--- src/common/axi_mem_pkg.sv ---
`default_nettype none

package axi_mem_pkg;

	// beat and bus widths
	localparam int unsigned DATA_W = 256;
	localparam int unsigned STRB_W = DATA_W / 8;
	localparam int unsigned ID_W = 6;
	localparam int unsigned ADDR_W = 64;
	localparam int unsigned LEN_W = 8;

	// two beats of 256 bits make one line
	localparam int unsigned LINE_BEATS = 2;

	// byte offset bits inside a line, the line index starts above them
	localparam int unsigned LINE_LSB = $clog2(LINE_BEATS * STRB_W);

	typedef logic [DATA_W-1:0] data_t;
	typedef logic [STRB_W-1:0] strb_t;
	typedef logic [ID_W-1:0] id_t;
	typedef logic [ADDR_W-1:0] addr_t;
	typedef logic [LEN_W-1:0] len_t;

	// beat position inside a line
	typedef logic [$clog2(LINE_BEATS)-1:0] beat_idx_t;

	// write address channel payload
	typedef struct packed {
		id_t id;
		addr_t addr;
		len_t len;
	} aw_req_t;

	// write data beat, wlast not carried
	typedef struct packed {
		data_t data;
		strb_t strb;
	} w_beat_t;

	// read address channel payload
	typedef struct packed {
		id_t id;
		addr_t addr;
		len_t len;
	} ar_req_t;

	// read data beat as seen by the master
	typedef struct packed {
		id_t id;
		data_t data;
		logic last;
	} r_beat_t;

	// one beat write towards the line memory
	// line carried wide, cut to the index width in line_ram
	typedef struct packed {
		addr_t line;
		beat_idx_t beat;
		data_t data;
		strb_t strb;
	} mem_wr_t;

endpackage

`default_nettype wire

--- src/axi_mem/axi_wr_channel.sv ---
`timescale 1ns/10ps
`default_nettype none

module axi_wr_channel #(
	parameter int unsigned LINE_ADDR_W = 10
) (
	input  logic                 clk,
	input  logic                 rst_n,
	input  axi_mem_pkg::aw_req_t aw,
	input  logic                 aw_valid,
	output logic                 aw_ready,
	input  axi_mem_pkg::w_beat_t w,
	input  logic                 w_valid,
	output logic                 w_ready,
	output logic                 wr_req,
	output axi_mem_pkg::mem_wr_t wr,
	input  logic                 wr_gnt,
	output logic                 bq_push,
	output axi_mem_pkg::id_t     bq_id,
	input  logic                 bq_full
);

	// high between the AW transfer and the last data beat
	logic                   data_phase;

	// burst captured at AW
	axi_mem_pkg::id_t       id_q;
	axi_mem_pkg::addr_t     line_q;
	axi_mem_pkg::beat_idx_t last_q;

	// beat about to be written
	axi_mem_pkg::beat_idx_t beat_q;
	logic                   last_beat;

	// no new burst while one is open or no room for its response
	assign aw_ready = !data_phase && !bq_full;

	// a beat on the bus asks for the memory port
	assign wr_req = data_phase && w_valid;
	// beat accepted only when the arbiter gives the port this cycle
	assign w_ready = wr_req && wr_gnt;

	assign last_beat = (beat_q == last_q);

	// memory write built straight from the bus beat
	assign wr.line = line_q;
	assign wr.beat = beat_q;
	assign wr.data = w.data;
	assign wr.strb = w.strb;

	// response queued on the edge that takes the final beat
	assign bq_push = w_ready && last_beat;
	assign bq_id = id_q;

	always_ff @(posedge clk or negedge rst_n) begin
		if (!rst_n) begin
			data_phase <= 1'b0;
			beat_q <= '0;
		end else if (aw_valid && aw_ready) begin
			data_phase <= 1'b1;
			beat_q <= '0;
		end else if (w_ready) begin
			beat_q <= beat_q + 1'b1;
			// burst done, aw_ready back next cycle
			if (last_beat) begin
				data_phase <= 1'b0;
			end
		end
	end

	always_ff @(posedge clk) begin
		if (aw_valid && aw_ready) begin
			id_q <= aw.id;
			// line index sits above the in-line byte offset
			line_q <= axi_mem_pkg::addr_t'(aw.addr[axi_mem_pkg::LINE_LSB +: LINE_ADDR_W]);
			// one or two beats, so len fits the beat index
			last_q <= axi_mem_pkg::beat_idx_t'(aw.len);
		end
	end

endmodule

`default_nettype wire

--- config.mk ---
export PLATFORM = sky130hd
export DESIGN_NAME = axi_wr_channel
export DESIGN_NICKNAME = d
export VERILOG_FILES = /design/src/common/axi_mem_pkg.sv /design/src/axi_mem/axi_wr_channel.sv
export SDC_FILE = /design/constraint.sdc
export NUM_CORES = 1
export LEC_CHECK = 0
export ABC_CLOCK_PERIOD_IN_PS = 1800
export BUFFER_PORTS_ARGS = -buffer_cell sky130_fd_sc_hd__buf_4
export CORE_AREA = 2 2 285 287
export CTS_BUF_LIST = sky130_fd_sc_hd__clkbuf_16
export DETAILED_ROUTE_END_ITERATION = 8
export DIE_AREA = 0 0 287 289
export GPL_ROUTABILITY_DRIVEN = 0
export PLACE_DENSITY = 0.32
export SLEW_MARGIN = 40
export SYNTH_ARGS = -nofsm -noshare
export SYNTH_HDL_FRONTEND = slang
export SYNTH_SLANG_ARGS = --single-unit
--- constraint.sdc ---
create_clock -name clk -period 1.8 [get_ports clk]
set_clock_uncertainty 0.1 [all_clocks]
set_input_delay 0.09 -clock clk [delete_from_list [all_inputs] [get_ports clk]]
set_output_delay 0.09 -clock clk [all_outputs]
set_load 0.02 [all_outputs]
Word-level counts from Yosys, hierarchy flattened:

Index checks and enable logic that the tools add are counted.

* output and inout port bits: 363
* register bits after elaboration: 19
* word-level logic and storage cells: 22

* eq/ne operators: 1
* reduce and logical (&&, ||, !) cells: 10
* add/subtract/negate cells: 1
* mux-type cells: 5

Operator list (count)
* $logic_and 1x1->1: 5
* $mux 1: 5
* $reduce_bool 2->1: 2
* $logic_not 1->1: 2
* $reduce_and 2->1: 1
* $add 1x1->1 const B: 1
* $eq 1x1->1: 1

Logic depth before layout (Yosys ltp):

* word-level depth: 5
* depth in mapped cells: 3

Worst setup path after synthesis:

Ideal clock, no wire load.

* kind: reg2reg
* start: reg data_phase
* end: reg id_q[0], in the netlist bq_id[0] (enable)
* library setup time: 0.375 ns
* stages on the path, launching flop included: 3
* period minus slack after synthesis: 1.725 ns
* slack: 0.075 ns
* buffers on the path: 0
* arrival time: 1.251 ns
* data required time: 1.325 ns
* path through: dfrtp_1 > nor2_1 > and2_1

* cells in the longest elaborated chain, start to end: 3

Ends and longest elaborated chain
* start, declared: RTL line axi_wr_channel.sv:24 `logic data_phase;`
* start signal, assigned: RTL line axi_wr_channel.sv:57 `data_phase <= 1'b0;`
* start signal, assigned: RTL line axi_wr_channel.sv:60 `data_phase <= 1'b1;`
* start signal, assigned: RTL line axi_wr_channel.sv:66 `data_phase <= 1'b0;`
* $logic_not 1->1: RTL line axi_wr_channel.sv:36 `assign aw_ready = !data_phase && !bq_full;`
* $logic_and 1x1->1: RTL line axi_wr_channel.sv:36
* named net aw_ready: RTL line axi_wr_channel.sv:11 `output logic aw_ready,`
* $logic_and 1x1->1: RTL line axi_wr_channel.sv:72 `if (aw_valid && aw_ready) begin`
* end signal, assigned: RTL line axi_wr_channel.sv:73 `id_q <= aw.id;`
* end, declared: RTL line axi_wr_channel.sv:27 `axi_mem_pkg::id_t id_q;`

The timed path passes the listed nets, and every way through them passes these cells.
A chain may end at the register's enable or synchronous reset.

Worst setup path after layout:

* start: reg data_phase
* end: reg line_q[1] (enable)

* cells in the longest elaborated chain, start to end: 3

Ends and longest elaborated chain
* $logic_not 1->1: RTL line axi_wr_channel.sv:36
* $logic_and 1x1->1: RTL line axi_wr_channel.sv:36
* $logic_and 1x1->1: RTL line axi_wr_channel.sv:72
* end signal, assigned: RTL line axi_wr_channel.sv:75 `line_q <= axi_mem_pkg::addr_t'(aw.addr[axi_mem_pkg::LINE_LSB +: LINE_ADDR_W]);`
* end, declared: RTL line axi_wr_channel.sv:28 `axi_mem_pkg::addr_t line_q;`

No other way between the ends.

==> reports/qor.txt <==
Initial Util = 4.04%
CTS max path bufs = 2
Synthesized flop and latch total = 19
PostCTS Resize Cnt = 0
Net Sw Frac = 31.4%
ANT nets after route = 0
Initial antenna violation count = 0
Design Area, Final = 2760 um^2
Worst EP required = 1.64 ns
Final worst slack = 0.384 ns
Routed wire length = 10300 um
Seq/Total Area, Yosys = 17.4%
Tcrit/Tclk final = 78.7%
LEAKAGE = 0.725 nW
IO Pins = 735
Antenna fix cells = 0
TritonCTS clock tree = done
Yosys top cell by area = buf_4
Post-Place Worst Slack = 0.379 ns
Layout area overhead = -14.3%
Avg Cell Area, Syn = 8.58 um^2
CTS buffer count = 3
YS warnings = 0
Routed WL per cell = 8.48 um
IO buf count = 43
Status = completed
Core ar. = 79900 um^2
Drc violations = 0
Hold Path Class = input port to asynchronous set/reset pin
Via Count = 1174
Critical path launch point type = register
Clock H-tree levels = 1
Fin nets = 525
CP Data Arrival Time = 1.25 ns
First-pass GRT wire length = 11500 um
Die W = 287 um
Area after DPL = 2500 um^2
RSZ-0062 raised after global routing = no
Die ar. = 82900 um^2
Sw Pwr = 0.000463 W
Post-synth top area share = 79.9%
Sequential power share = 39.3%
Critical path class = register to register
Clock transition at path regs = 0.06 ns
Skew-Pair Late Insertion Delay = 0.25 ns
Largest net degree at the start of global routing = 18
Min Tclk post-route = 1.42 ns
Setup crit end kind = register
GRT Overall Usage = 2.14%
# rows = 104
HPWL Detailed = 8760 um
Share of cells above drive strength 1 = 34.2%
Final Hold Viols = 0
Chip height = 289 um
DR vias/cell = 0.969
DRT iter0 DRCs = 26
Vias in the first global route = 1222
Root Driver = clkbuf_16
Highest Clock Rate = 706 MHz
Clock share of power = 31.5%
Pins over their slew limit = 0
Gate Count Post-Synth = 376
Share of power burned in combinational logic = 29.2%
Number of clock sinks = 19
Setup TNS = 0 ns
Post-Syn Area = 3220 um^2
Count of different cell masters after synthesis = 15
Endpoints failing setup = 0
Synth area leaders = buf_4 80%, edfxtp_1 16%, dfrtp_1 1.6%
Max-Cap Viols = 0
Drt first pass iters = 3
VDD IR max = 0.000280 V
Gr ovfl total = 0
Critical path fanouts, max = 17
Pwr Density = 532 nW/um^2
Int Pwr = 0.00101 W
-- synth_stat cells, drive strengths merged --
| library cell | instances |
|---|---|
| inv | 1 |
| buf | 343 |
| and3 | 1 |
| nor2 | 2 |
| nand2 | 2 |
| nor2b | 1 |
| conb | 1 |
| xnor2 | 1 |
| a21o | 1 |
| edfxtp | 17 |
| and2 | 3 |
| dfrtp | 2 |
| a31oi | 1 |
-- kinds of logic (layout without fill, tap and decap cells) --
kind of cell	after synthesis	count (layout)	share of synthesized area, %
AO/OA/AOI/OAI	2	2	0.466
buffers and inverters	344	67	80.0
flip-flops	19	19	17.4
AND/OR/NAND/NOR	9	9	1.79
XOR/XNOR	1	1	0.272
other	1	54	0.116
-- flip-flops by register name, summed over array words and instances, names as in the netlist --
name / cells
last_q: 1
bq_id: 6
beat_q: 1
data_phase: 1
line_q: 10
-- metal layers --
metal	track usage (%)	wire [um]
met4	3.98	1910
met2	3.14	4370
met3	2.51	2850
met5	0.966	111
met1	0.552	1040
-- layout make-up --
type                            count  area (um^2)
Clock inverter                      1         3.75
Multi-Input combinational cell     66          284
Inverter                            1         3.75
Tap cell                         1060         1330
Clock buffer                        3         75.1
Sequential cell                    19          561
Timing Repair Buffer               62          510
Fill cell                        9558        77100
-- worst paths after layout --
check	start	endpoint	slack, ns	cells past startpoint
max	data_phase	line_q[1]	0.38	3
min	rst_n	beat_q	0.05	2
max reg2reg	data_phase	line_q[1]	0.38	3
min reg2reg	beat_q	beat_q	0.45	1
max in group asynchronous	rst_n	data_phase	1.46	2
min in group clk	w_valid	beat_q	0.05	4
-- cells in the final DEF, fill, tap and decap left out, drive strengths merged --
cell type     n
a21o          1
edfxtp       17
nor2b         1
dlygate4sd3  18
nor2          2
inv           2
clkbuf        3
conb         54
and2          3
nand2         2
buf          44
xnor2         1
a31oi         1
and3          1
dfrtp         2
-- stage by stage --
stage	std cells	total power, W	hold slack [ns]	util (%)
final	1212	0.00147	0.0485	3.46
after global routing	1212	0.00157	0.0469	3.46
after CTS	1212	0.00150	0.0443	3.46
after detailed placement	1190	0.000987	-0.227	3.14
after global placement	1190	0.000989	-0.226	3.14
after floorplan	429	0.00187	-0.306	-
-- repair_timing --
item	4_1_cts	5_1_grt
endpoints found under the hold margin	19	0
setup buffers	0	0
hold buffers	18	0
-- power by group through the flow --
stage	Combinational [W]	Clock, W	Sequential, W
6_report	0.000430	0.000463	0.000578
5_1_grt	0.000460	0.000520	0.000588
3_5_place_dp	0.000398	0	0.000589
4_1_cts	0.000431	0.000491	0.000581
3_3_place_gp	0.000399	0	0.000590
2_1_floorplan	0.00126	0	0.000612
-- worst max-delay path, cell delays in order, from the launching register on --
cell	delay (ns)
dfrtp_1	0.42
nor2_1	0.16
and2_1	0.14
buf_4	0.26
(Power assumes the default switching activity.)
