==> src/common/axi_mem_pkg.sv <==
`default_nettype none

package axi_mem_pkg;

	// beat and bus widths
	localparam int unsigned DATA_W = 256;
	localparam int unsigned STRB_W = DATA_W / 8;
	localparam int unsigned ID_W = 6;
	localparam int unsigned ADDR_W = 64;
	localparam int unsigned LEN_W = 8;

	// two beats of 256 bits make one line
	localparam int unsigned LINE_BEATS = 2;

	// byte offset bits inside a line, the line index starts above them
	localparam int unsigned LINE_LSB = $clog2(LINE_BEATS * STRB_W);

	typedef logic [DATA_W-1:0] data_t;
	typedef logic [STRB_W-1:0] strb_t;
	typedef logic [ID_W-1:0] id_t;
	typedef logic [ADDR_W-1:0] addr_t;
	typedef logic [LEN_W-1:0] len_t;

	// beat position inside a line
	typedef logic [$clog2(LINE_BEATS)-1:0] beat_idx_t;

	// write address channel payload
	typedef struct packed {
		id_t id;
		addr_t addr;
		len_t len;
	} aw_req_t;

	// write data beat, wlast not carried
	typedef struct packed {
		data_t data;
		strb_t strb;
	} w_beat_t;

	// read address channel payload
	typedef struct packed {
		id_t id;
		addr_t addr;
		len_t len;
	} ar_req_t;

	// read data beat as seen by the master
	typedef struct packed {
		id_t id;
		data_t data;
		logic last;
	} r_beat_t;

	// one beat write towards the line memory
	// line carried wide, cut to the index width in line_ram
	typedef struct packed {
		addr_t line;
		beat_idx_t beat;
		data_t data;
		strb_t strb;
	} mem_wr_t;

endpackage

`default_nettype wire

==> src/axi_mem/axi_bresp_queue.sv <==
`timescale 1ns/10ps
`default_nettype none

module axi_bresp_queue #(
	parameter int unsigned BQ_DEPTH = 4
) (
	input  logic             clk,
	input  logic             rst_n,
	input  logic             push,
	input  axi_mem_pkg::id_t push_id,
	output logic             full,
	output axi_mem_pkg::id_t b_id,
	output logic             b_valid,
	input  logic             b_ready
);

	localparam int unsigned PTR_W = (BQ_DEPTH > 1) ? $clog2(BQ_DEPTH) : 1;
	localparam int unsigned CNT_W = $clog2(BQ_DEPTH + 1);

	typedef logic [PTR_W-1:0] ptr_t;
	typedef logic [CNT_W-1:0] cnt_t;

	// finished burst IDs in completion order
	axi_mem_pkg::id_t ids [BQ_DEPTH];

	ptr_t wptr;
	ptr_t rptr;
	cnt_t count;
	logic pop;

	assign full = (count == cnt_t'(BQ_DEPTH));
	// head entry shown as soon as one is stored
	assign b_valid = (count != '0);
	assign b_id = ids[rptr];
	assign pop = b_valid && b_ready;

	always_ff @(posedge clk or negedge rst_n) begin
		if (!rst_n) begin
			wptr <= '0;
			rptr <= '0;
			count <= '0;
		end else begin
			if (push) begin
				// wrap for any depth, not only powers of two
				wptr <= (wptr == ptr_t'(BQ_DEPTH - 1)) ? '0 : wptr + 1'b1;
			end
			if (pop) begin
				rptr <= (rptr == ptr_t'(BQ_DEPTH - 1)) ? '0 : rptr + 1'b1;
			end
			// push and pop together leave the count alone
			if (push && !pop) begin
				count <= count + 1'b1;
			end else if (pop && !push) begin
				count <= count - 1'b1;
			end
		end
	end

	always_ff @(posedge clk) begin
		if (push) begin
			ids[wptr] <= push_id;
		end
	end

endmodule

`default_nettype wire

==> config.mk <==
export PLATFORM = sky130hd
export DESIGN_NAME = axi_bresp_queue
export DESIGN_NICKNAME = d
export VERILOG_FILES = /design/src/common/axi_mem_pkg.sv /design/src/axi_mem/axi_bresp_queue.sv
export SDC_FILE = /design/constraint.sdc
export NUM_CORES = 1
export LEC_CHECK = 0
export BUFFER_PORTS_ARGS = -buffer_cell sky130_fd_sc_hd__buf_2
export CORE_ASPECT_RATIO = 1.5
export CORE_MARGIN = 10
export CORE_UTILIZATION = 45
export DETAILED_ROUTE_END_ITERATION = 10
export SETUP_SLACK_MARGIN = 0.4
export SYNTH_ARGS = -nofsm -noshare
export SYNTH_HDL_FRONTEND = slang
export SYNTH_SLANG_ARGS = --single-unit
==> constraint.sdc <==
create_clock -name clk -period 2.5 [get_ports clk]
set_clock_uncertainty 0.05 [all_clocks]
set_input_delay 0.125 -clock clk [delete_from_list [all_inputs] [get_ports clk]]
set_output_delay 0.125 -clock clk [all_outputs]
set_load 0.05 [all_outputs]
======== After elaboration in Yosys (flattened, before gate mapping) ========
Memories as Yosys holds them, arrays and structs flattened.
Index checks and enable logic that the tools add are counted.
cells by class
  mux-type cells .......................... 6
  $add $sub $neg .......................... 4
  equality and inequality tests ........... 3
  reductions and logical operators ........ 7
operator list
  kind                                              count
  2-to-1 mux 3 bit                                  2
  adder 2 x 1 -> 2 bit, second input constant       2
  == test 2 bit, second input constant              2
  2-to-1 mux 2 bit                                  2
  adder 3 x 1 -> 3 bit, second input constant       1
  == test 3 bit, second input constant              1
  logical AND 1 bit                                 3
  nonzero test 3 bit                                1
  subtractor 3 x 1 -> 3 bit, second input constant  1
  logical NOT 1 bit                                 2
  2-to-1 mux 1 bit                                  2
  nonzero test 2 bit                                1
storage, ports and cells
  memory bits (writable) .................. 24
  word-level logic and storage cells ...... 24
  register bits ........................... 7
  input bits .............................. 10
  memories kept ........................... 1
memories
  name  depth  width  rd ports  clocked after Yosys merged registers in  write ports  RTL line               RTL
  ids   4      6      1         0                                        1            axi_bresp_queue.sv:24  axi_mem_pkg::id_t ids [BQ_DEPTH];

======== Logic depth before layout (Yosys ltp) ========
  depth after elaboration ................. 5
  gate-level depth with buffers ........... 8

======== Least setup slack after synthesis ========
No wires, ideal clock.
  path kind ............................... reg2reg
  start point ............................. reg count[0]
  end point ............................... reg count[2]
  setup time .............................. 79 ps
  stages on the path, launching flop included .. 9
  slack ................................... 376 ps
  data arrival time ....................... 1995 ps
  data required time ...................... 2371 ps
  cells stage by stage .................... dfrtp_1 > or3_4 > nand2_4 > ha_1 > inv_1 > fa_1 > xor2_1 > nor2_1 > xor2_1
on the way
  longest elaborated chain between the ends .. 5
  elaborated cells between the ends (all ways) .. 10
  classes of those cells .................. 2 x add/sub; 2 x mux; 6 x reduce/logical
RTL lines
  element                                                 RTL line               RTL
  from (decl)                                             axi_bresp_queue.sv:28  cnt_t count;
  from (signal assigned)                                  axi_bresp_queue.sv:52  count <= count + 1'b1;
  from (signal assigned)                                  axi_bresp_queue.sv:54  count <= count - 1'b1;
  nonzero test 3 bit *                                    axi_bresp_queue.sv:33  assign b_valid = (count != '0);
  via b_valid                                             axi_bresp_queue.sv:13  output logic b_valid,
  logical AND 1 bit *                                     axi_bresp_queue.sv:35  assign pop = b_valid && b_ready;
  logical NOT 1 bit                                       axi_bresp_queue.sv:51  if (push && !pop) begin
  logical AND 1 bit                                       axi_bresp_queue.sv:51
  2-to-1 mux 3 bit or nonzero test 2 bit (tied branches)  -
The timed path passes the listed nets; every way through them passes the cells marked *. The select of a mux whose other input is x is not followed.
A chain may end at the register's enable or synchronous reset.

======== Final worst setup path ========
  start point ............................. reg count[2]
  end point ............................... reg count[2]
on the way
  longest elaborated chain between the ends .. 5
  elaborated cells between the ends (all ways) .. 10
  classes of those cells .................. 2 x add/sub; 2 x mux; 6 x reduce/logical
RTL lines
  element
  parallel branches: the longest is 5 deep, another holds subtractor 3 x 1 -> 3 bit
Parallel ways; which one is timed is not known. The select of a mux whose other input is x is not followed.

==> results_dict.tcl <==
set metrics [dict create \
    synth_area_leader_cell "edfxtp_1" \
    synth_xor_area_share_pct 2.025 \
    layout_commonest_cell "edfxtp_1" \
    fin_ws_ns 0.4795 \
    drc 0 \
    gr-total-overflow 0 \
    r2r_start "count[2]$_DFFE_PN0P_" \
    cts_max_level 2 \
    r2r_cells 8 \
    power_per_cell_area_mw_per_mm2 1310 \
    synth-simple-area-share_pct 5.689 \
    core_mm2 0.002734 \
    dp_worst_setup_slack_ns 0.4480 \
    synth_top_area_share_pct 55.54 \
    worst_setup_path_start_kind "flip-flop" \
    synthesis.area_mm2 0.001297 \
    die_y_um 85.77 \
    fp.dieW_um 63.85 \
    tightest_slew_ns 0.4698 \
    fin_crit_sh_pct 80.82 \
    drt_iter0_drc 32 \
    firstDrtPassIters 4 \
    seq_area_frac_synth_pct 69.05 \
    grt_pass1_vias 703 \
    peakVddDrop_v 0.0006635 \
    relSlewSlack_pct 68.68 \
    power.total_mw 2.097 \
    worstPathRequired_ns 2.62 \
    synthMuxAreaShare_pct 13.60 \
    clock-sinks 31 \
    dp_hpwl_mm 1.563 \
    worstPathMaxFanout 3 \
    io_pins 18 \
    final-setup-viol-count 0 \
    mostFrequentLayoutCells "edfxtp_1, buf_2, dfrtp_1" \
    ant_nets 0 \
    final_cells 135 \
    avgViaCountPerCell 4.933 \
    num_antenna_cells 0 \
    outcome "finished, final reports clean" \
    grt_setup_unrepaired "no" \
    cp_data_arrival_time_ns 2.14 \
    postPlaceCellArea_mm2 0.001420 \
    p_leak_nw 0.6288 \
    hp-class "in2reg" \
    worstSetupPathType "reg2reg" \
    dr_total_vias 666 \
    synthTopCellsByArea "edfxtp_1, dfrtp_1, mux4_2, ha_1, mux2_4" \
    grt_max_degree 11 \
    clockBufferDepth 2 \
    fin_setup_tns_ns 0 \
    syn_nets 86 \
    die-area_mm2 0.005476 \
    drt_wl_total_mm 2.206 \
    synthAdderAreaFrac_pct 7.329 \
    max_freq_ghz 0.4949 \
    hold_ws_ns 0.01149 \
    hold_path_depth 1 \
    fin_util_pct 58.54 \
    synth_area_per_cell_um2 18.80 \
    dp_cells 121 \
    hold_violations 0 \
    fin_nets 114 \
    fillers 228 \
    synth_warnings 0 \
    hold_start "push_id[2]" \
    stdcell_area_mm2 0.001600 \
    clk_pin_slew_worst_paths_ns 0.07 \
    grt_pass1_wl_mm 3.353 \
    final_layout_size_suffix_gt1_share_pct 41.84 \
    synth.distinct_cells 19 \
    start_util_pct 47.46 \
    root_buffer "clkbuf_8" \
    io_buffers 17 \
    tritoncts "done" \
    wl_per_cell_um 16.34 \
    antenna_found_initial 0 \
    ys_ff_latch 31 \
    clk_latency_ns 0.28 \
    synth_compound_area_share_pct 0.7715 \
    gp_congestion 0.6620 \
    cts_made_buffers 5 \
    drv_cap 0 \
    slew_viol_final 0 \
    startpoint "count[2]$_DFFE_PN0P_" \
    rows 23 \
    globalRouteTotalUtil_pct 8.264 \
    period_minus_slack_ns 2.021 \
    syn_inst 69 \
    syn2layout_area_growth_pct 23.34 \
    endpoint_kind "flip-flop" \
    synth_top_family_by_area "multiplexers" \
]
Yosys cell counts:
cell / instances
edfxtp_1: 24
dfrtp_1: 7
ha_1: 6
mux4_2: 6
and2_1: 4
inv_1: 3
nor2_1: 3
mux2_4: 2
nand2_1: 2
o21ai_0: 2
xor2_1: 2
buf_2: 1
clkbuf_1: 1
fa_1: 1
mux2_2: 1
nand2_4: 1
nor3b_1: 1
or3_4: 1
xnor2_1: 1
per-layer routing:
layer	GRT usage (%)	share of wire (%)	vias to the layer above
met5	0	0	-
met4	4.790	2.7	0
met3	4.427	6.6	9
met2	13.99	53	19
met1	7.668	38	327
li1	-	-	311
sequential cells by signal (all words and copies together), names as in the netlist:
register / count
count: 3
ids: 24
rptr: 2
wptr: 2
final cells by class:
type	instances	area [um2]	area share (%)
inverters	3	11.26	0.7037
repair buffers	23	135.1	8.444
clock buffers	6	82.58	5.160
multi-input cells	33	394.1	24.63
flip-flops and latches	31	895.9	55.98
well taps	37	46.29	2.893
clock inverters	2	35.03	2.189
power by group:
group	internal (mW)	leakage (nW)	switching (mW)
Sequential	0.685	0.304	0.114
Combinational	0.327	0.264	0.470
Clock	0.322	0.0612	0.178
final timing paths:
check,endpoint,slack [ns]
hold / removal,ids[3][2]$_DFFE_PP_,0.01
hold reg to reg,count[0]$_DFFE_PN0P_,0.50
max in group asynchronous,rptr[0]$_DFFE_PN0P_,2.09
min in group asynchronous,count[1]$_DFFE_PN0P_,0.15
setup reg to reg,count[2]$_DFFE_PN0P_,0.48
setup / recovery,count[2]$_DFFE_PN0P_,0.48
logic make-up (layout without fill, tap and decap cells):
family | count (synthesis) | count (layout)
muxes | 9 | 9
DFF | 31 | 31
and+or+nand+nor | 12 | 12
buffers and inverters | 5 | 34
xor gates and xnor gates | 3 | 3
AOI/OAI and AO/OA | 2 | 2
adders and majority gates | 7 | 7
worst max-delay path, stage by stage, from the launching register on:
cell,delay [ns]
dfrtp_1,0.40
or3_4,0.41
nand2_4,0.08
ha_4,0.13
inv_1,0.04
fa_1,0.38
xor2_1,0.18
nor2_1,0.08
xor2_1,0.16
timing repair:
action / 4_1_cts / 5_1_grt
gates resized for setup: 0 / 2
hold buffers: 2 / 0
endpoints found under the setup margin: 0 / 1
setup buffers: 0 / 4
endpoints found under the hold margin: 11 / 0
Power figures use the tool's default switching activity.
