--- src/common/axi_mem_pkg.sv ---
`default_nettype none

package axi_mem_pkg;

	// beat and bus widths
	localparam int unsigned DATA_W = 256;
	localparam int unsigned STRB_W = DATA_W / 8;
	localparam int unsigned ID_W = 6;
	localparam int unsigned ADDR_W = 64;
	localparam int unsigned LEN_W = 8;

	// two beats of 256 bits make one line
	localparam int unsigned LINE_BEATS = 2;

	// byte offset bits inside a line, the line index starts above them
	localparam int unsigned LINE_LSB = $clog2(LINE_BEATS * STRB_W);

	typedef logic [DATA_W-1:0] data_t;
	typedef logic [STRB_W-1:0] strb_t;
	typedef logic [ID_W-1:0] id_t;
	typedef logic [ADDR_W-1:0] addr_t;
	typedef logic [LEN_W-1:0] len_t;

	// beat position inside a line
	typedef logic [$clog2(LINE_BEATS)-1:0] beat_idx_t;

	// write address channel payload
	typedef struct packed {
		id_t id;
		addr_t addr;
		len_t len;
	} aw_req_t;

	// write data beat, wlast not carried
	typedef struct packed {
		data_t data;
		strb_t strb;
	} w_beat_t;

	// read address channel payload
	typedef struct packed {
		id_t id;
		addr_t addr;
		len_t len;
	} ar_req_t;

	// read data beat as seen by the master
	typedef struct packed {
		id_t id;
		data_t data;
		logic last;
	} r_beat_t;

	// one beat write towards the line memory
	// line carried wide, cut to the index width in line_ram
	typedef struct packed {
		addr_t line;
		beat_idx_t beat;
		data_t data;
		strb_t strb;
	} mem_wr_t;

endpackage

`default_nettype wire

--- src/axi_mem/axi_rd_channel.sv ---
`timescale 1ns/10ps
`default_nettype none

module axi_rd_channel #(
	parameter int unsigned LINE_ADDR_W = 10
) (
	input  logic                   clk,
	input  logic                   rst_n,
	input  axi_mem_pkg::ar_req_t   ar,
	input  logic                   ar_valid,
	output logic                   ar_ready,
	output axi_mem_pkg::r_beat_t   r,
	output logic                   r_valid,
	input  logic                   r_ready,
	output logic                   rd_req,
	output axi_mem_pkg::addr_t     rd_line,
	output axi_mem_pkg::beat_idx_t rd_beat,
	input  logic                   rd_gnt,
	input  axi_mem_pkg::data_t     rd_data
);

	// burst open until its last beat is accepted
	logic                   busy;
	// memory read granted, data arrives this cycle
	logic                   pending;
	logic                   pend_last;

	// burst captured at AR
	axi_mem_pkg::id_t       id_q;
	axi_mem_pkg::addr_t     line_q;
	axi_mem_pkg::beat_idx_t last_q;

	// next beat to fetch
	axi_mem_pkg::beat_idx_t beat_q;

	assign ar_ready = !busy;

	// one beat in flight at most, and none while r is held
	assign rd_req = busy && !pending && !r_valid;
	assign rd_line = line_q;
	assign rd_beat = beat_q;

	always_ff @(posedge clk or negedge rst_n) begin
		if (!rst_n) begin
			busy <= 1'b0;
			pending <= 1'b0;
			r_valid <= 1'b0;
			beat_q <= '0;
		end else begin
			if (ar_valid && ar_ready) begin
				busy <= 1'b1;
				beat_q <= '0;
			end else if (rd_gnt) begin
				beat_q <= beat_q + 1'b1;
			end
			// ram answers one cycle after the grant
			pending <= rd_gnt;
			if (pending) begin
				r_valid <= 1'b1;
			end else if (r_valid && r_ready) begin
				r_valid <= 1'b0;
				// final beat gone, ar_ready back next cycle
				if (r.last) begin
					busy <= 1'b0;
				end
			end
		end
	end

	always_ff @(posedge clk) begin
		if (ar_valid && ar_ready) begin
			id_q <= ar.id;
			line_q <= axi_mem_pkg::addr_t'(ar.addr[axi_mem_pkg::LINE_LSB +: LINE_ADDR_W]);
			last_q <= axi_mem_pkg::beat_idx_t'(ar.len);
		end
		// remember if the fetched beat closes the burst
		if (rd_gnt) begin
			pend_last <= (beat_q == last_q);
		end
		// held output beat, loaded only from the ram return
		if (pending) begin
			r.id <= id_q;
			r.data <= rd_data;
			r.last <= pend_last;
		end
	end

endmodule

`default_nettype wire

--- config.mk ---
export PLATFORM = sky130hd
export DESIGN_NAME = axi_rd_channel
export DESIGN_NICKNAME = d
export VERILOG_FILES = /design/src/common/axi_mem_pkg.sv /design/src/axi_mem/axi_rd_channel.sv
export SDC_FILE = /design/constraint.sdc
export NUM_CORES = 1
export LEC_CHECK = 0
export BUFFER_PORTS_ARGS = -buffer_cell sky130_fd_sc_hd__buf_2
export CORE_AREA = 2 2 258 260
export DETAILED_ROUTE_END_ITERATION = 12
export DIE_AREA = 0 0 260 262
export HOLD_SLACK_MARGIN = 0.02
export PLACE_DENSITY = 0.4
export SYNTH_ARGS = -nofsm -noshare
export SYNTH_HDL_FRONTEND = slang
export SYNTH_SLANG_ARGS = --single-unit
--- constraint.sdc ---
create_clock -name clk -period 17.1 [get_ports clk]
set_input_delay 2.565 -clock clk [delete_from_list [all_inputs] [get_ports clk]]
set_output_delay 2.565 -clock clk [all_outputs]
set_load 0.03 [all_outputs]
# Word-level counts from Yosys, hierarchy flattened
# Index checks and enable logic that the tools add are counted.
[classes]
mux = 8
n_reduce_logical = 9
add_sub_neg = 1
n_eq_ne = 1
[op_table]
columns = ["cell", "count"]
rows = [
  ["2-to-1 mux 1 bit", 8],
  ["logical AND 1 bit", 4],
  ["nonzero test 2 bit", 2],
  ["logical NOT 1 bit", 3],
  ["adder 1 bit (second input constant)", 1],
  ["equality test 1 bit", 1],
]
[word_totals]
output_inout_bits = 331
in_bits = 339
elab_cells = 30
ff_bits = 285

# Logic depth before layout (Yosys ltp)
# Gate-level depths: netlist of the first run.
[logic_depth]
ltp_word = 6
mapped_depth = 2
depth_no_buf = 2

# Worst setup path after synthesis of the first run
# No wires, ideal clock.
[synth_timing]
path_type = "flip-flop to output port"
start = "register pending"
end = "output rd_req"
stages_incl_launch_ff = 2
n_path_buf = 0
t_required_ns = 14.535
slack_ns = 7.645
arrival_ns = 6.890
cell_sequence = "dfrtp_1 -> nor3_1"
[synth_via]
elab_chain_len = 3
[synth_lines]
columns = ["element", "line_no", "text"]
rows = [
  ["start: declaration", "axi_rd_channel.sv:25", "logic pending;"],
  ["start signal: assignment", "axi_rd_channel.sv:57", "pending <= rd_gnt;"],
  ["logical NOT 1 bit", "axi_rd_channel.sv:39", "assign rd_req = busy && !pending && !r_valid;"],
  ["logical AND 1 bit (2 in a row)", "axi_rd_channel.sv:39", ""],
  ["end: declaration", "axi_rd_channel.sv:15", "output logic rd_req,"],
]
# No other way between the ends.

# Worst setup path after layout of the first run
# Same ends and word-level chain as after synthesis.

==> results.ini, run 1 <==
[die]
initial_core_util_pct=13.80
num_io_pins=670
row_count=94
die_h_um=262
core-area_sq_um=65280
fp.dieArea_sq_um=68120
chipWidth_um=260

[clock_network]
path_clk_slew_ps=50
ctsHtreeMaxLevel=2
cts_tree=built
cts_resized=0
cts_root_buffer=clkbuf_16
cts_max_path_buffers=3
postCtsHoldBufs=0
cts_made_buffers=36
cts.sinks=285
post_cts_buffers=0
clk_latency_ps=530

[sta]
fmax_mhz=225.0
drv_slew=0
fin_crit_ps=4444
final_hold_viol_count=0
rsz0062_at_grt=false
holdWs_ps=416.9
finalClockSkew_ps=10.27
tightestPinTransition_ps=1007
finalCritPeriodShare_pct=25.99
tns_ps=0
setup_viol=0
maxSlewHeadroom_pct=32.53

[global_routing]
grt.overflow.total=0
grt_first_pass_wirelength_um=36340
grt_pass1_vias=5578
antenna_found_initial=11
grt_util_all_layers_pct=7.427
grt_max_degree=156

[finish]
layout_common_cells=buf_2 (554), edfxtp_1 (281), conb_1 (54)
multi_input_area_sq_um=255.2
n_antenna_cell=0
layout-drive-gt1-share_pct=62.81
design_area_sq_um=13780
syn_to_final_growth_pct=52.92
regArea_sq_um=8542
finalNonFillerCells=1832
layout_commonest_cell=buf_2
nFillCells=7080
nets=1283

[detailed_routing]
routed_via_density=2.957
drt_pre_antenna_iters=4
vias=5417
wire_per_inst_um=15.32
wl_um=28070
ant_nets=0
drtIter0Drc=328
drc_errors=0

[setup_path]
path_class=flip-flop to output pin
cp.required_ps=14530
cp-start-kind=flip-flop
critical_path_arrival_ps=1880
cp_max_fo=62
critPathCaptureType=output pin

[placement]
place.gp.congestion=0.7239
io_buffers=554
hpwlAfterDp_um=21420
place_inst=1770
post_dp_cell_area_sq_um=12690

[power]
irDropWorstVdd_mv=0.08373
p_leak_nw=5.712
cellPowerDensity_nw_per_um2=124.2

[synthesis]
yosysTopAreaCellShare_pct=93.67
netlist_top_cells_area=edfxtp_1 (94%), buf_4 (4.5%), dfrtp_1 (1.1%)
syn_area_per_cell_sq_um=25.67
synth_top_area_cell=edfxtp_1
ys_ff_latch=285
netlist_instances=351
ys_types=12
ys_warn_count=0
syn_area_sq_um=9009
seq_area_frac_synth_pct=94.78

[run_status]
status=complete, no violations

[min_path]
hold_path_class=flip-flop to flip-flop

[run]
maxCapViolCount=0

final timing paths:
check	start	end	slack [ps]	cells after the start
worst max-delay path	pending	rd_req	12660	2
worst min-delay path	id_q[3]	r[260]	420	0
worst max register to register	pending	r[14]	14830	1
worst min register to register	id_q[3]	r[260]	420	0
max in group asynchronous	rst_n	pending	15120	1
min in group asynchronous	rst_n	rd_beat	1840	1
cell families (layout without fill, tap and decap cells):
group	count (synthesis)	after routing	share of synthesized area, %
AND/OR/NAND/NOR	4	4	0.2084
other	1	54	0.04163
buffers and inverters	57	621	4.625
flip-flops	285	285	94.78
XOR/XNOR	2	2	0.1945
AO/OA/AOI/OAI	2	2	0.1527
power breakdown:
part           internal, mW  switching (mW)  total, mW
Sequential            0.814          0.0143      0.828
Combinational        0.0480           0.127      0.175
Clock                 0.412           0.295      0.707
Total                  1.27           0.437       1.71
sequential cells by signal, summed over array words and instances (netlist names):
signal	flops
busy	1
id_q	6
last_q	1
pend_last	1
pending	1
r	263
r_valid	1
rd_beat	1
rd_line	10
area by class of cell:
| type | instances | area share, % |
|---|---|---|
| flip-flops and latches | 285 | 62.01 |
| repair buffers | 556 | 20.33 |
| well taps | 864 | 7.847 |
| clock buffers | 43 | 6.885 |
| multi-input cells | 62 | 1.853 |
| clock inverters | 19 | 0.9991 |
| inverters | 3 | 0.08174 |
metal layers:
metal	global-route usage (%)	up-vias	wire length (um)
met5	0	-	71
met4	3.145	12	828
met3	4.524	69	4042
met2	12.94	351	14190
met1	7.001	2535	8937
li1	-	2450	-
through the flow:
step	util (%)	power, mW	setup WS (ps)
2_1_floorplan	-	0.9587	7645
3_3_place_gp	19.44	1.021	13050
3_5_place_dp	19.44	1.022	13070
4_1_cts	21.10	1.754	12550
5_1_grt	21.10	1.784	12490
6_report	21.10	1.710	12660
worst max-delay path, stage by stage (launching register included):
cell and delay [ps]:
dfrtp_4 1000, nor3_1 110, buf_2 220
synthesized netlist by cell type (all sizes together):
cell,instances
o21ai,1
nor2,2
dfrtp,4
nor2b,1
buf,54
nor3,1
conb,1
inv,3
a41oi,1
edfxtp,281
xnor2,2
Note: power is estimated with default switching activity, not from simulation.
==> inputs of run 2 (changes only) <==
==> constraint.sdc (replaced) <==
create_clock -name clk -period 4.43 [get_ports clk]
set_input_delay 0.6645 -clock clk [delete_from_list [all_inputs] [get_ports clk]]
set_output_delay 0.6645 -clock clk [all_outputs]
set_load 0.03 [all_outputs]
==> results.ini, run 2 (same netlist as run 1, synthesis figures left out) <==
[detailed_routing]
drt_pre_antenna_iters=4
drtIter0Drc=304
wire_per_inst_um=14.92
routed_via_density=2.963
wl_um=27460
drc_errors=0
vias=5452
ant_nets=0

[power]
irDropWorstVdd_mv=0.2762
power.switching_mw=1.651
p_int_mw=4.986
power.share.switching_pct=24.87
combPwrFrac_pct=10.3
seqPwrFrac_pct=48.1
p_leak_nw=5.758
cellPowerDensity_nw_per_um2=478.8
clkPwrFrac_pct=41.5

[clock_network]
cts_made_buffers=35
clk_latency_ps=520
cts_root_buffer=clkbuf_16
cts_max_path_buffers=3
ctsHtreeMaxLevel=2
cts_resized=0
path_clk_slew_ps=60
post_cts_buffers=0
cts_tree=built
postCtsHoldBufs=1
cts.sinks=285

[min_path]
hold_path_class=input pin to flip-flop
holdPathStages=1
holdCritStartpoint=rd_gnt
holdPathEnd=pending

[setup_path]
rrSetupSlack_ps=2580
cp_slowest_cell=dfrtp_4
crit_buf_inv=1
cp-start-kind=flip-flop
r2r_cells=2
critPathCaptureType=output pin
critical_path_arrival_ps=1720
slowest_delay_ps=720
path_class=flip-flop to output pin
crit_chain=nor3_1 > buf_2
reg2reg_from=pending
cp_max_fo=40
worstReg2RegEnd=r[201]
cp.required_ps=3770
crit_family=flip-flops

[finish]
layout_commonest_cell=buf_2
layout_common_cells=buf_2 (554), edfxtp_1 (281), conb_1 (54)
finalNonFillerCells=1840
layout-drive-gt1-share_pct=62.46
top_register=r
nets=1288
syn_to_final_growth_pct=53.87
final_util_pct=21.24
largest_reg_flops=263

[die]
fp.dieArea_sq_um=68120
initial_core_util_pct=13.80
die_h_um=262
core-area_sq_um=65280
chipWidth_um=260
row_count=94
num_io_pins=670

[global_routing]
grt_util_all_layers_pct=7.252
grt_pass1_vias=5661
grt.overflow.total=0
grt_max_degree=104
grt_first_pass_wirelength_um=36010
antenna_found_initial=10

[placement]
io_buffers=554
hpwlAfterDp_um=20940
place_inst=1775
place.gp.congestion=0.7322

[sta]
finalClockSkew_ps=14.78
holdWs_ps=288.0
finalCritPeriodShare_pct=53.78
tightestPinTransition_ps=635.0
maxSlewHeadroom_pct=57.67
fmax_mhz=419.8
drv_slew=0
final_hold_viol_count=0
fin_crit_ps=2382
rsz0062_at_grt=false
setup_viol=0
tns_ps=0

[run_status]
status=complete, no violations

[run]
maxCapViolCount=0

[run 2: cell types whose count changed in the layout (fill, tap and decap cells not counted), sizes merged]
cell	delta
clkinvlp	-2
diode	+1
bufinv	+1
inv	+2
clkbuf	+6
dlygate4sd3	+1
buf	+5
clkinv	-6
[run 2: how the worst max path moves through the flow]
stage             from      to  slack, ps  cells past startpoint
3_5_place_dp   pending  r[145]       2530                      2
3_3_place_gp   pending  r[160]       2550                      2
6_report       pending  rd_req       2050                      2
2_1_floorplan  pending  rd_req       1130                      1
5_1_grt        pending  rd_req       1920                      2
4_1_cts        pending  rd_req       1950                      2
[run 2: per-stage QoR]
stage	instance area (sq um)	power, mW	worst slack [ps]
after floorplan	9211	3.680	1128
after global placement	12750	3.943	2555
after detailed placement	12750	3.948	2525
after CTS	13860	6.809	1954
after global routing	13860	6.940	1925
final	13860	6.636	2048
[run 2: final cells by class]
class	instances	area [sq um]
Fill cell	7069	51410
Sequential cell	285	8542
Timing Repair Buffer	562	2873
Tap cell	864	1081
Clock buffer	49	970.9
Multi-Input combinational cell	62	252.7
Clock inverter	14	128.9
Inverter	3	11.26
Antenna cell	1	2.502
[run 2: power by group through the flow]
stage / clock, mW / combinational (mW) / sequential [mW]
after global routing: 3.01 / 0.725 / 3.21
after detailed placement: 0 / 0.696 / 3.25
after CTS: 2.91 / 0.697 / 3.20
final: 2.76 / 0.684 / 3.20
after floorplan: 0 / 0.114 / 3.57
after global placement: 0 / 0.693 / 3.25
[run 2: routing by layer]
layer | vias up | routed length [um] | global-route usage, %
li1 | 2463 | - | -
met1 | 2580 | 9424 | 7.490
met2 | 339 | 13960 | 12.63
met3 | 58 | 3170 | 3.540
met4 | 12 | 827 | 2.810
met5 | - | 75 | 0
==> inputs of run 3 (changes only) <==
==> constraint.sdc (replaced) <==
create_clock -name clk -period 2.3 [get_ports clk]
set_input_delay 0.345 -clock clk [delete_from_list [all_inputs] [get_ports clk]]
set_output_delay 0.345 -clock clk [all_outputs]
set_load 0.03 [all_outputs]
==> results.ini, run 3 (same netlist as run 1, synthesis figures left out) <==
[finish]
layout-drive-gt1-share_pct=49.12
multi_input_area_sq_um=252.7
largest_reg_flops=263
regArea_sq_um=8542
layout_common_cells=buf_2 (554), edfxtp_1 (281), dlygate4sd3_1 (274)
layout_commonest_cell=buf_2
finalNonFillerCells=2117
syn_to_final_growth_pct=84.81
nFillCells=6821
nets=1567
top_register=r

[die]
chipWidth_um=260
die_h_um=262
core-area_sq_um=65280
num_io_pins=670
row_count=94
fp.dieArea_sq_um=68120
initial_core_util_pct=13.80

[global_routing]
met1_usage_pct=7.919
grt_util_all_layers_pct=8.125
antenna_found_initial=5
met2_usage_pct=14.99
grt_busiest_layer=met2
grt.overflow.total=0
met3_usage_pct=3.781
grt_first_pass_wirelength_um=40930
grt_pass1_vias=6937
grt_max_degree=66

[sta]
tightestPinTransition_ps=591.7
fmax_mhz=482.8
finalClockSkew_ps=20.44
finalCritPeriodShare_pct=90.05
drv_slew=0
setup_viol=0
fin_crit_ps=2071
final_hold_viol_count=0
maxSlewHeadroom_pct=60.55
rsz0062_at_grt=false

[clock_network]
ctsHtreeMaxLevel=2
post_cts_buffers=0
postCtsHoldBufs=274
cts_max_path_buffers=3
cts_root_buffer=clkbuf_16
clk_latency_ps=540
cts_tree=built
cts_made_buffers=36
cts.sinks=285
cts_resized=0
path_clk_slew_ps=50

[power]
p_leak_nw=6.932
seqPwrFrac_pct=46.3
p_int_mw=10.01
cellPowerDensity_nw_per_um2=799.1
power.switching_mw=3.291
clkPwrFrac_pct=40.9
power.share.switching_pct=24.74
combPwrFrac_pct=12.9
irDropWorstVdd_mv=0.4950
total_power_mw=13.30

[run]
maxCapViolCount=0

[setup_path]
cp-start-kind=flip-flop
cp_slowest_cell=dfrtp_4
path_class=flip-flop to output pin
critical_path_arrival_ps=1730
crit_chain=nor3_1 > buf_2
critPathCaptureType=output pin
crit_family=flip-flops
cp_max_fo=32
slowest_delay_ps=710
crit_buf_inv=1
cp.required_ps=1960

[placement]
place.gp.congestion=0.7057
hpwlAfterDp_um=22200
io_buffers=554
place_inst=1780

[detailed_routing]
ant_nets=0
drc_errors=0
wl_um=30150
drt_pre_antenna_iters=4
drtIter0Drc=323
wire_per_inst_um=14.24
vias=6464
routed_via_density=3.053

[min_path]
hold_path_class=input pin to flip-flop

[run_status]
status=complete, no violations

run 3: power groups by stage:
stage | clock network (mW) | logic [mW] | registers, mW
after floorplan | 0 | 0.220 | 6.87
after global placement | 0 | 1.35 | 6.26
after detailed placement | 0 | 1.35 | 6.27
after CTS | 5.69 | 1.73 | 6.16
after global routing | 5.87 | 1.82 | 6.19
final | 5.44 | 1.71 | 6.16
run 3: final timing paths:
| kind | endpoint | cells past startpoint | start | slack (ps) |
|---|---|---|---|---|
| worst max-delay path | rd_req | 2 | pending | 230 |
| worst min-delay path | r[164] | 1 | rd_data[163] | 60 |
| worst max register to register | r[106] | 1 | pending | 660 |
| worst min register to register | r[261] | 0 | id_q[4] | 420 |
| max in group asynchronous | pending | 2 | rst_n | 2020 |
| min in group asynchronous | pending | 2 | rst_n | 140 |
run 3: area by class of cell:
cell class                      count  share of cell area (%)
Clock inverter                     17                   1.037
Tap cell                          864                   6.493
Clock buffer                       45                   5.742
Timing Repair Buffer              840                   33.82
Multi-Input combinational cell     62                   1.518
Antenna cell                        1                 0.01503
Sequential cell                   285                   51.31
Inverter                            3                 0.06764
run 3: stage by stage:
| stage | util (%) | instance area [sq um] | setup TNS, ps | hold slack, ps | setup WS, ps |
|---|---|---|---|---|---|
| floorplan | - | 9211 | -61920 | 49.41 | -682.2 |
| global placement | 19.57 | 12770 | 0 | 158.2 | 628.4 |
| detailed placement | 19.57 | 12770 | 0 | 159.0 | 616.7 |
| CTS | 25.50 | 16650 | 0 | 35.33 | 131.4 |
| global route | 25.51 | 16650 | 0 | 27.45 | 89.54 |
| finish | 25.51 | 16650 | 0 | 63.66 | 228.9 |
run 3: routing by layer:
layer | routed length [um] | vias up
met3 | 3392 | 48
met4 | 730 | 4
met1 | 10290 | 3038
met2 | 15710 | 353
li1 | - | 3021
met5 | 25 | -
